## src/hw/redmule_pkg.sv

```systemverilog
// ============================================================
// Data widths, element, bias, accumulator and result types,
// default array sizes of the matrix-vector engine
// ============================================================

package redmule_pkg;

  // Default array geometry
  localparam int unsigned ARRAY_HEIGHT = 4;
  localparam int unsigned ARRAY_WIDTH  = 4;

  // Operand widths
  localparam int unsigned ELEM_W = 8;
  localparam int unsigned BIAS_W = 16;

  // Row sum holds Height 16-bit products plus the bias
  localparam int unsigned ACC_W = 20;

  // Saturated result width
  localparam int unsigned Z_W = 16;

  // X and W element
  typedef logic signed [ELEM_W-1:0] elem_t;

  // Per-row bias (Y)
  typedef logic signed [BIAS_W-1:0] bias_t;

  // Row dot product plus bias
  typedef logic signed [ACC_W-1:0] acc_t;

  // Z value after saturation
  typedef logic signed [Z_W-1:0] z_t;

endpackage : redmule_pkg

```

## src/hw/redmule_cfg_pkg.sv

```systemverilog
// ============================================================
// Register map and register write port types
// ============================================================

package redmule_cfg_pkg;

  // Register port
  typedef logic [7:0]  cfg_addr_t;
  typedef logic [31:0] cfg_data_t;

  // Number of W vectors in one job
  typedef logic [7:0] job_len_t;

  // X element (r, c) at REG_X_BASE + r * Height + c, data bits [7:0]
  localparam cfg_addr_t REG_X_BASE = 8'h00;

  // Bias r at REG_Y_BASE + r, data bits [15:0]
  localparam cfg_addr_t REG_Y_BASE = 8'h40;

  // Job start, data bits [7:0] hold the vector count
  localparam cfg_addr_t REG_START = 8'h54;

endpackage : redmule_cfg_pkg

```

## src/hw/redmule_decoder.sv

```systemverilog
// ============================================================
// Register write decoder with X tile and bias storage,
// job start and W vector acceptance
// ============================================================
`timescale 1ns/1ps

module redmule_decoder #(
  parameter int unsigned Height = redmule_pkg::ARRAY_HEIGHT,
  parameter int unsigned Width  = redmule_pkg::ARRAY_WIDTH
) (
  input  logic                                      clk_i,
  input  logic                                      rst_i,
  input  logic                                      cfg_valid_i,
  input  redmule_cfg_pkg::cfg_addr_t                cfg_addr_i,
  input  redmule_cfg_pkg::cfg_data_t                cfg_data_i,
  input  logic                                      w_valid_i,
  input  logic                                      job_done_i,
  output redmule_pkg::elem_t [Width-1:0][Height-1:0] x_tile_o,
  output redmule_pkg::bias_t [Width-1:0]            y_bias_o,
  output logic                                      w_accept_o,
  output logic                                      job_start_o,
  output redmule_cfg_pkg::job_len_t                 job_len_o,
  output logic                                      busy_o
);
  import redmule_pkg::*;
  import redmule_cfg_pkg::*;

  elem_t [Width-1:0][Height-1:0] x_tile_q;
  bias_t [Width-1:0]             y_bias_q;
  logic                          busy_q;
  logic                          job_start_q;
  job_len_t                      job_len_q;
  job_len_t                      w_cnt_q;
  logic                          cfg_write;
  logic                          start_hit;

  // Configuration is only taken while no job runs
  assign cfg_write = cfg_valid_i & ~busy_q;
  assign start_hit = cfg_write && (cfg_addr_i == REG_START) &&
                     (cfg_data_i[$bits(job_len_t)-1:0] != '0);

  // X tile and bias registers
  always_ff @(posedge clk_i) begin
    if (rst_i) begin
      x_tile_q <= '0;
      y_bias_q <= '0;
    end else if (cfg_write) begin
      for (int r = 0; r < Width; r++) begin
        for (int c = 0; c < Height; c++) begin
          if (cfg_addr_i == cfg_addr_t'(REG_X_BASE + r * Height + c)) begin
            x_tile_q[r][c] <= cfg_data_i[ELEM_W-1:0];
          end
        end
        if (cfg_addr_i == cfg_addr_t'(REG_Y_BASE + r)) begin
          y_bias_q[r] <= cfg_data_i[BIAS_W-1:0];
        end
      end
    end
  end

  // Job control and accepted vector count
  always_ff @(posedge clk_i) begin
    if (rst_i) begin
      busy_q      <= 1'b0;
      job_start_q <= 1'b0;
      job_len_q   <= '0;
      w_cnt_q     <= '0;
    end else begin
      job_start_q <= start_hit;
      if (start_hit) begin
        busy_q    <= 1'b1;
        job_len_q <= cfg_data_i[$bits(job_len_t)-1:0];
        w_cnt_q   <= '0;
      end else begin
        if (job_done_i) begin
          busy_q <= 1'b0;
        end
        if (w_accept_o) begin
          w_cnt_q <= w_cnt_q + 1'b1;
        end
      end
    end
  end

  // Strobes past the job's count are dropped
  assign w_accept_o  = w_valid_i & busy_q & (w_cnt_q < job_len_q);

  assign x_tile_o    = x_tile_q;
  assign y_bias_o    = y_bias_q;
  assign job_start_o = job_start_q;
  assign job_len_o   = job_len_q;
  assign busy_o      = busy_q;

  // A job ends only after all of its vectors were taken in
  a_done_after_all_w : assert property (
    @(posedge clk_i) disable iff (rst_i)
    job_done_i |-> (busy_q && w_cnt_q == job_len_q)
  ) else $error("job done before all W vectors were accepted");

  a_accept_busy : assert property (
    @(posedge clk_i) disable iff (rst_i)
    w_accept_o |-> busy_o
  ) else $error("W vector accepted while idle");

endmodule : redmule_decoder

```

## src/hw/redmule_row.sv

```systemverilog
// ============================================================
// One engine row: Height multipliers, product register,
// registered sum plus bias
// ============================================================
`timescale 1ns/1ps

module redmule_row #(
  parameter int unsigned Height = redmule_pkg::ARRAY_HEIGHT
) (
  input  logic                            clk_i,
  input  logic                            rst_i,
  input  redmule_pkg::elem_t [Height-1:0] x_row_i,
  input  redmule_pkg::elem_t [Height-1:0] w_vec_i,
  input  redmule_pkg::bias_t              bias_i,
  output redmule_pkg::acc_t               acc_o
);
  import redmule_pkg::*;

  // Full-precision product of two elements
  typedef logic signed [2*ELEM_W-1:0] prod_t;

  prod_t [Height-1:0] prod_q;
  acc_t               sum_d;
  acc_t               sum_q;

  // Stage one
  always_ff @(posedge clk_i) begin
    if (rst_i) begin
      prod_q <= '0;
    end else begin
      for (int h = 0; h < Height; h++) begin
        prod_q[h] <= x_row_i[h] * w_vec_i[h];
      end
    end
  end

  // Sign-extended adder tree, bias folded in
  always_comb begin
    sum_d = acc_t'(bias_i);
    for (int h = 0; h < Height; h++) begin
      sum_d = sum_d + acc_t'(prod_q[h]);
    end
  end

  // Stage two
  always_ff @(posedge clk_i) begin
    if (rst_i) begin
      sum_q <= '0;
    end else begin
      sum_q <= sum_d;
    end
  end

  assign acc_o = sum_q;

endmodule : redmule_row

```

## src/hw/redmule_engine.sv

```systemverilog
// ============================================================
// Multiply-accumulate engine: Width rows sharing one W vector,
// two-stage valid pipeline
// ============================================================
`timescale 1ns/1ps

module redmule_engine #(
  parameter int unsigned Height = redmule_pkg::ARRAY_HEIGHT,
  parameter int unsigned Width  = redmule_pkg::ARRAY_WIDTH
) (
  input  logic                                      clk_i,
  input  logic                                      rst_i,
  input  redmule_pkg::elem_t [Width-1:0][Height-1:0] x_tile_i,
  input  redmule_pkg::bias_t [Width-1:0]            y_bias_i,
  input  redmule_pkg::elem_t [Height-1:0]           w_vec_i,
  input  logic                                      w_accept_i,
  output logic                                      acc_valid_o,
  output redmule_pkg::acc_t [Width-1:0]             acc_vec_o
);

  // One bit per row pipeline stage
  logic [1:0] valid_q;

  always_ff @(posedge clk_i) begin
    if (rst_i) begin
      valid_q <= '0;
    end else begin
      valid_q <= {valid_q[0], w_accept_i};
    end
  end

  assign acc_valid_o = valid_q[1];

  // Every row sees the same W vector
  for (genvar r = 0; r < Width; r++) begin : gen_rows
    redmule_row #(
      .Height ( Height )
    ) i_row (
      .clk_i   ( clk_i        ),
      .rst_i   ( rst_i        ),
      .x_row_i ( x_tile_i[r]  ),
      .w_vec_i ( w_vec_i      ),
      .bias_i  ( y_bias_i[r]  ),
      .acc_o   ( acc_vec_o[r] )
    );
  end

endmodule : redmule_engine

```

## src/hw/redmule_z_buffer.sv

```systemverilog
// ============================================================
// Z buffer: saturation to 16 bits, output register,
// result counting and end-of-job event
// ============================================================
`timescale 1ns/1ps

module redmule_z_buffer #(
  parameter int unsigned Width = redmule_pkg::ARRAY_WIDTH
) (
  input  logic                          clk_i,
  input  logic                          rst_i,
  input  logic                          acc_valid_i,
  input  redmule_pkg::acc_t [Width-1:0] acc_vec_i,
  input  logic                          job_start_i,
  input  redmule_cfg_pkg::job_len_t     job_len_i,
  output logic                          z_valid_o,
  output redmule_pkg::z_t [Width-1:0]   z_vec_o,
  output logic                          evt_o,
  output logic                          job_done_o
);
  import redmule_pkg::*;
  import redmule_cfg_pkg::*;

  // Limits of z_t seen at accumulator width
  localparam acc_t Z_MAX = acc_t'(2 ** (Z_W - 1) - 1);
  localparam acc_t Z_MIN = acc_t'(-(2 ** (Z_W - 1)));

  z_t [Width-1:0] z_vec_q;
  logic           z_valid_q;
  logic           evt_q;
  job_len_t       res_cnt_q;
  job_len_t       res_cnt_d;

  function automatic z_t saturate(acc_t acc);
    z_t res;
    if (acc > Z_MAX) begin
      res = z_t'(Z_MAX);
    end else if (acc < Z_MIN) begin
      res = z_t'(Z_MIN);
    end else begin
      res = z_t'(acc);
    end
    return res;
  endfunction

  // Result payload
  always_ff @(posedge clk_i) begin
    if (acc_valid_i) begin
      for (int r = 0; r < Width; r++) begin
        z_vec_q[r] <= saturate(acc_vec_i[r]);
      end
    end
  end

  assign res_cnt_d = res_cnt_q + 1'b1;

  // Strobe, result count and last-result event
  always_ff @(posedge clk_i) begin
    if (rst_i) begin
      z_valid_q <= 1'b0;
      evt_q     <= 1'b0;
      res_cnt_q <= '0;
    end else begin
      z_valid_q <= acc_valid_i;
      evt_q     <= acc_valid_i && (res_cnt_d == job_len_i);
      if (job_start_i) begin
        res_cnt_q <= '0;
      end else if (acc_valid_i) begin
        res_cnt_q <= res_cnt_d;
      end
    end
  end

  assign z_valid_o  = z_valid_q;
  assign z_vec_o    = z_vec_q;
  assign evt_o      = evt_q;
  assign job_done_o = evt_q;

  a_evt_with_z : assert property (
    @(posedge clk_i) disable iff (rst_i)
    evt_o |-> z_valid_o
  ) else $error("event raised without a Z vector");

endmodule : redmule_z_buffer

```

## src/hw/redmule_top.sv

```systemverilog
// ============================================================
// Accelerator top level: register decoder, engine, Z buffer
// ============================================================
`timescale 1ns/1ps

module redmule_top #(
  parameter int unsigned Height = redmule_pkg::ARRAY_HEIGHT,
  parameter int unsigned Width  = redmule_pkg::ARRAY_WIDTH
) (
  input  logic                            clk_i,
  input  logic                            rst_i,
  input  logic                            cfg_valid_i,
  input  redmule_cfg_pkg::cfg_addr_t      cfg_addr_i,
  input  redmule_cfg_pkg::cfg_data_t      cfg_data_i,
  input  logic                            w_valid_i,
  input  redmule_pkg::elem_t [Height-1:0] w_vec_i,
  output logic                            z_valid_o,
  output redmule_pkg::z_t [Width-1:0]     z_vec_o,
  output logic                            evt_o,
  output logic                            busy_o
);
  import redmule_pkg::*;
  import redmule_cfg_pkg::*;

  elem_t [Width-1:0][Height-1:0] x_tile;
  bias_t [Width-1:0]             y_bias;
  acc_t  [Width-1:0]             acc_vec;
  job_len_t                      job_len;
  logic                          w_accept;
  logic                          job_start;
  logic                          job_done;
  logic                          acc_valid;

  redmule_decoder #(
    .Height ( Height ),
    .Width  ( Width  )
  ) i_decoder (
    .clk_i       ( clk_i       ),
    .rst_i       ( rst_i       ),
    .cfg_valid_i ( cfg_valid_i ),
    .cfg_addr_i  ( cfg_addr_i  ),
    .cfg_data_i  ( cfg_data_i  ),
    .w_valid_i   ( w_valid_i   ),
    .job_done_i  ( job_done    ),
    .x_tile_o    ( x_tile      ),
    .y_bias_o    ( y_bias      ),
    .w_accept_o  ( w_accept    ),
    .job_start_o ( job_start   ),
    .job_len_o   ( job_len     ),
    .busy_o      ( busy_o      )
  );

  // W vector goes straight to the rows, qualified by w_accept
  redmule_engine #(
    .Height ( Height ),
    .Width  ( Width  )
  ) i_engine (
    .clk_i       ( clk_i     ),
    .rst_i       ( rst_i     ),
    .x_tile_i    ( x_tile    ),
    .y_bias_i    ( y_bias    ),
    .w_vec_i     ( w_vec_i   ),
    .w_accept_i  ( w_accept  ),
    .acc_valid_o ( acc_valid ),
    .acc_vec_o   ( acc_vec   )
  );

  redmule_z_buffer #(
    .Width ( Width )
  ) i_z_buffer (
    .clk_i       ( clk_i     ),
    .rst_i       ( rst_i     ),
    .acc_valid_i ( acc_valid ),
    .acc_vec_i   ( acc_vec   ),
    .job_start_i ( job_start ),
    .job_len_i   ( job_len   ),
    .z_valid_o   ( z_valid_o ),
    .z_vec_o     ( z_vec_o   ),
    .evt_o       ( evt_o     ),
    .job_done_o  ( job_done  )
  );

endmodule : redmule_top

```

## config.mk

```make
export PLATFORM = sky130hd
export DESIGN_NAME = redmule_top
export DESIGN_NICKNAME = d
export VERILOG_FILES = /design/src/hw/redmule_pkg.sv /design/src/hw/redmule_cfg_pkg.sv /design/src/hw/redmule_decoder.sv /design/src/hw/redmule_row.sv /design/src/hw/redmule_engine.sv /design/src/hw/redmule_z_buffer.sv /design/src/hw/redmule_top.sv
export SDC_FILE = /design/constraint.sdc
export NUM_CORES = 2
export LEC_CHECK = 0
export ABC_AREA = 1
export ABC_CLOCK_PERIOD_IN_PS = 4300
export BUFFER_PORTS_ARGS = -buffer_cell sky130_fd_sc_hd__buf_4
export CAP_MARGIN = 15
export CORE_MARGIN = 2
export CORE_UTILIZATION = 25
export CTS_BUF_LIST = sky130_fd_sc_hd__clkbuf_16
export DETAILED_ROUTE_END_ITERATION = 10
export PLACE_DENSITY_LB_ADDON = 0.08
export SLEW_MARGIN = 0
export SYNTH_ARGS = -nofsm -noshare
export SYNTH_HDL_FRONTEND = slang
export SYNTH_SLANG_ARGS = --single-unit
```

## constraint.sdc

```tcl
create_clock -name clk_i -period 4.3 [get_ports clk_i]
set_input_delay 0.43 -clock clk_i [delete_from_list [all_inputs] [get_ports clk_i]]
set_output_delay 0.43 -clock clk_i [all_outputs]
set_load 0.02 [all_outputs]
```

* After elaboration in Yosys (flattened, before gate mapping)
Index checks and enable logic that the tools add are counted.
Operators by class: multipliers 16, add/subtract/negate cells 18, bitwise operators 4, reductions and logical operators 28, eq/ne operators 21, $lt $le $gt $ge 9, multiplexer cells 6
Operators with widths (count):
- multiplier 8 x 8 -> 16 bit | 16
- adder 19 x 16 -> 20 bit | 4
- > comparator 20 x 16 -> 1 bit, second input constant | 4
- < comparator 20 x 16 -> 1 bit, second input constant | 4
- adder 18 x 16 -> 19 bit | 4
- adder 17 x 16 -> 18 bit | 4
- adder 16 x 16 -> 17 bit | 4
- == test 8 x 4 -> 1 bit, second input constant | 8
- 2-to-1 mux 16 bit | 4
- == test 8 x 7 -> 1 bit, second input constant | 5
- AND reduction 2 bit | 20
- == test 8 x 3 -> 1 bit, second input constant | 4
- adder 8 x 1 -> 8 bit, second input constant | 2
- == test 8 x 2 -> 1 bit, second input constant | 2
- == test 8 x 1 -> 1 bit, second input constant | 1
- == test 8 bit | 1
- zero test 8 bit | 1
- < comparator 8 bit | 1
- nonzero test 8 bit | 1
- OR reduction 2 bit | 2
- bitwise AND 1 bit | 3
- logical AND 1 bit | 3
- 2-to-1 mux 1 bit | 2
- nonzero test 2 bit | 1
- NOT 1 bit | 1
Storage, ports and cells: flip-flop bits (word level) 622, input port bits 76, output and inout port bits 67, logic and storage cells 154

* Depth between registers and ports, before layout
word-level depth 5, mapped depth 24, mapped depth without buffers 22

* By module
A second synthesis with hierarchy kept.
Unflattened totals: cells, all modules 9804, area total of the unflattened synthesis 73155.2 um^2
Modules (own cells, without submodules):
- redmule_row at i_engine.gen_rows[1].i_row | cells an instance 2166, area an instance 15553.7 um^2, seq. area each 1681.6 um^2, times used 1
- redmule_row at i_engine.gen_rows[0].i_row | cells an instance 2146, area an instance 15516.1 um^2, seq. area each 1681.6 um^2, times used 1
- redmule_row at i_engine.gen_rows[2].i_row | cells an instance 2134, area an instance 15453.6 um^2, seq. area each 1681.6 um^2, times used 1
- redmule_row at i_engine.gen_rows[3].i_row | cells an instance 2140, area an instance 15449.8 um^2, seq. area each 1681.6 um^2, times used 1
- redmule_decoder | cells an instance 896, area an instance 7792.5 um^2, seq. area each 4204.0 um^2, times used 1
- redmule_z_buffer | cells an instance 316, area an instance 3334.4 um^2, seq. area each 2122.0 um^2, times used 1
- redmule_engine | cells an instance 6, area an instance 55.1 um^2, seq. area each 40.0 um^2, times used 1

* Least setup slack after synthesis
Ideal clock, no wire load.
path kind input -> register, start input w_vec_i[23] (netlist name), end register i_engine.gen_rows[3].i_row.prod_q[46] (netlist name), cell stages on the path 18, buffers on the path 2, path slack 0.035 ns, setup time 0.113 ns, arrival time 4.152 ns, data required time 4.187 ns, path through clkbuf_1 inv_1 buf_1 nor2_1 fa_1 inv_1 fa_1 fa_1 inv_1 fa_1 ha_1 inv_1 nor3_1 nand3_1 nand4_1 nand2_1 nand2_1 nor2_1
Between the ends: cells in the longest elaborated chain, start to end 1
Ends and longest elaborated chain:
- start: declaration | RTL line redmule_top.sv:16 | input redmule_pkg::elem_t [Height-1:0] w_vec_i,
- multiplier 8 x 8 -> 16 bit | RTL line redmule_row.sv:32 | prod_q[h] <= x_row_i[h] * w_vec_i[h];
- end signal: indexed assignment | RTL line redmule_row.sv:32
- end: declaration | RTL line redmule_row.sv:22 | prod_t [Height-1:0] prod_q;
No other way between the ends. A chain may end at the register's enable or synchronous reset.

* Final worst setup path
start register i_decoder.x_tile_q (netlist bit i_decoder.x_tile_o[47]), end register i_engine.gen_rows[1].i_row.prod_q[31] (netlist name)
Between the ends: cells in the longest elaborated chain, start to end 1
Ends and longest elaborated chain:
- start: declaration | RTL line redmule_decoder.sv:28 | elem_t [Width-1:0][Height-1:0] x_tile_q;
- start signal: indexed assignment | RTL line redmule_decoder.sv:51 | x_tile_q[r][c] <= cfg_data_i[ELEM_W-1:0];
- multiplier 8 x 8 -> 16 bit | RTL line redmule_row.sv:32
- end signal: indexed assignment | RTL line redmule_row.sv:32
- end: declaration | RTL line redmule_row.sv:22
No other way between the ends.

==> impl_metrics.env <==
export IMPL_place_congestion=0.8471
export IMPL_vias=57720
export IMPL_outcome="complete, no violations"
export IMPL_die_h_um=540.5
export IMPL_crit_required_ns=4.99
export IMPL_synth_fp_nets=11310
export IMPL_hp_start="rst_i"
export IMPL_p_comb_share_pct=26.3
export IMPL_core_area_sq_um=285700
export IMPL_placed_area_sq_um=82340
export IMPL_drv_cap=0
export IMPL_cts_tree="built"
export IMPL_synth_seq_area_share_pct=18.19
export IMPL_place_ws_ns=-0.4137
export IMPL_cts_sinks=622
export IMPL_ys_warn_count=0
export IMPL_yosys_top_cells_area="fa_1 30%, inv_1 16%, dfxtp_1 16%"
export IMPL_cts_buffers=86
export IMPL_yosys_area_top_type_share_pct=30.04
export IMPL_wl_mm=239.3
export IMPL_drtAntennaViolNets=0
export IMPL_syn_area_sq_um=71960
export IMPL_slew_violations=0
export IMPL_dieArea_sq_um=292200
export IMPL_place_port_buffers=126
export IMPL_p_seq_share_pct=34.6
export IMPL_fin_crit_sh_pct=96.71
export IMPL_switchingPower_uw=6494
export IMPL_synth_distinct_cells=42
export IMPL_initial_utilization_pct=25.19
export IMPL_fmax_ghz=0.2405
export IMPL_mostFrequentLayoutCell="inv_1"
export IMPL_drive_above_1_share_pct=11.43
export IMPL_grt_pass1_wl_mm=370.7
export IMPL_clk_latency_ns=0.75
export IMPL_grt_max_degree=77
export IMPL_grt_ovfl_total=0
export IMPL_hold_viol_final=0
export IMPL_fin_area_sq_um=85780
export IMPL_rows=196
export IMPL_worst_slew_pin_slew_ns=0.9511
export IMPL_whs_path_depth=2
export IMPL_relSlewSlack_pct=36.59
export IMPL_syn_to_final_growth_pct=19.20
export IMPL_holdCritPathClass="in2reg"
export IMPL_p_int_uw=12150
export IMPL_drtIter0Drc=2868
export IMPL_drtPass1Iterations=5
export IMPL_grt_pass1_vias=60920
export IMPL_grt_usage_pct=16.69
export IMPL_cp_end_kind="flip-flop"
export IMPL_holdBufCountCts=0
export IMPL_finalPower_uw=18640
export IMPL_rr_worst_depth=16
export IMPL_io_pins=143
export IMPL_clockPowerShare_pct=39.0
export IMPL_hpwlAfterDp_mm=198.9
export IMPL_final_cell_mix="3071 x inv_1, 1834 x nand2_1, 1075 x fa_1"
export IMPL_p_per_area_nw_per_um2=217.3
export IMPL_setup_ws_ns=0.1417
export IMPL_syn_inst=9603
export IMPL_ir_drop_mv=0.3667
export IMPL_p_leak_uw=0.04770
export IMPL_startpoint_type="flip-flop"
export IMPL_antenna_found_initial=20
export IMPL_r2r_start="i_decoder.x_tile_o[47]"
export IMPL_cp_max_fo=5
export IMPL_synth_largest_area_cell="fa_1"
export IMPL_min_period_ns=4.158
export IMPL_ys_seq_elements=622
export IMPL_clock_path_buffers=3
export IMPL_setup_viol=0
export IMPL_skew_ns=0.06700
export IMPL_synth_area_per_cell_sq_um=7.494
export IMPL_clk_pin_slew_worst_paths_ns=0.06
export IMPL_sw_frac_of_total_pct=34.83
export IMPL_nets=11950
export IMPL_wl_per_cell_um=16.99
export IMPL_vias_per_cell=4.097
export IMPL_drc=0
export IMPL_htree_levels=3
export IMPL_startpoint="i_decoder.x_tile_o[47]"
export IMPL_crit_type="reg2reg"
export IMPL_arrival_ns=4.85
export IMPL_cts_root_buffer_cell="clkbuf_16"
export IMPL_die_w_um=540.5
metrics by stage:
stage                     instances  util, %  setup TNS, ns  hold WS [ns]
after floorplan                9603        -              0        0.3883
after global placement        13910    28.81         -15.42        0.3793
after detailed placement      13910    28.82         -14.37        0.3987
after CTS                     14060    29.83              0       0.09698
after global routing          14070    30.01       -0.01815        0.1443
final                         14090    30.03              0        0.1532
registers in the layout, summed over array words and instances, names as in the netlist, 2 cells and up:
signal	cells
i_decoder.x_tile_o	128
i_z_buffer.z_vec_o	64
i_engine.valid_q	2
i_decoder.w_cnt_q	8
i_engine.gen_rows.i_row.acc_o	80
i_decoder.y_bias_o	64
i_z_buffer.res_cnt_q	8
i_decoder.job_len_o	8
i_engine.gen_rows.i_row.prod_q	256
routing by layer:
layer	share of wire (%)	vias up	GRT usage [%]
li1	-	29070	-
met1	48	27750	23.13
met2	47	739	28.05
met3	3.1	159	1.546
met4	1.9	0	3.532
met5	0	-	0
power by group through the flow:
stage / Combinational [uW] / Clock, uW / Sequential [uW]
after floorplan: 3030 / 0 / 6490
after global placement: 4930 / 0 / 6600
after detailed placement: 4920 / 0 / 6600
after CTS: 4960 / 7580 / 6480
after global routing: 5640 / 7780 / 6480
final: 4910 / 7270 / 6460
worst max-delay path, cell delays in order, from the launching register on:
cell and delay, ns:
dfxtp_4 0.36, buf_4 0.14, nand2_1 0.05, inv_1 0.09
fa_1 0.49, inv_1 0.05, fa_1 0.47, fa_1 0.53
inv_1 0.06, fa_1 0.48, ha_1 0.35, inv_1 0.09
o21ai_0 0.39, a21boi_1 0.19, nand3_1 0.15, o21ai_0 0.09
nor2_1 0.12
synthesized netlist by cell type (all sizes together):
cell and instances:
inv 3067, nand2 1845, fa 1080, a21oi 606, nor2 600, dfxtp 558, ha 553, o21ai 360
clkbuf 278, nand3 239, edfxtp 64, nor3 55, xnor2 44, buf 41, nand4 35, o21bai 30
o21a 29, xor2 27, nand3b 26, o31ai 12, a21o 9, a31oi 8, and2 7, o22ai 7
a21boi 4, a41oi 4, nor4 4, o41ai 4, clkinv 3, or2 2, nor2b 1, o211ai 1
cell families after synthesis:
family | after synthesis | share of synthesized area (%)
adder cells (fa/ha/maj) | 1633 | 39.66
XOR/XNOR | 71 | 0.8641
buffers and inverters | 3389 | 17.80
AO/OA/AOI/OAI | 1074 | 7.874
AND/OR/NAND/NOR | 2814 | 15.61
flip-flops | 622 | 18.19
what timing repair did:
item                       CTS  global route
gates resized for setup     21           180
hold endpoints to repair     0             0
setup endpoints to repair    9           101
pin swaps                    0            18
buffers inserted             0             3
area by class of cell:
class,count,area [sq um]
Timing Repair Buffer,864,6970
Clock buffer,86,2152
Antenna cell,20,50.05
Clock inverter,70,669.4
Fill cell,31250,199900
Tap cell,3762,4707
Inverter,3070,11530
Sequential cell,622,13220
Multi-Input combinational cell,5592,46480
final timing paths:
path                                            to  slack [ns]
max reg2reg  i_engine.gen_rows[1].i_row.prod_q[31]        0.14
min reg2reg                    i_engine.valid_q[1]        0.41
max          i_engine.gen_rows[1].i_row.prod_q[31]        0.14
min           i_engine.gen_rows[1].i_row.prod_q[5]        0.15
No activity file was read; power rests on OpenSTA's default activity.
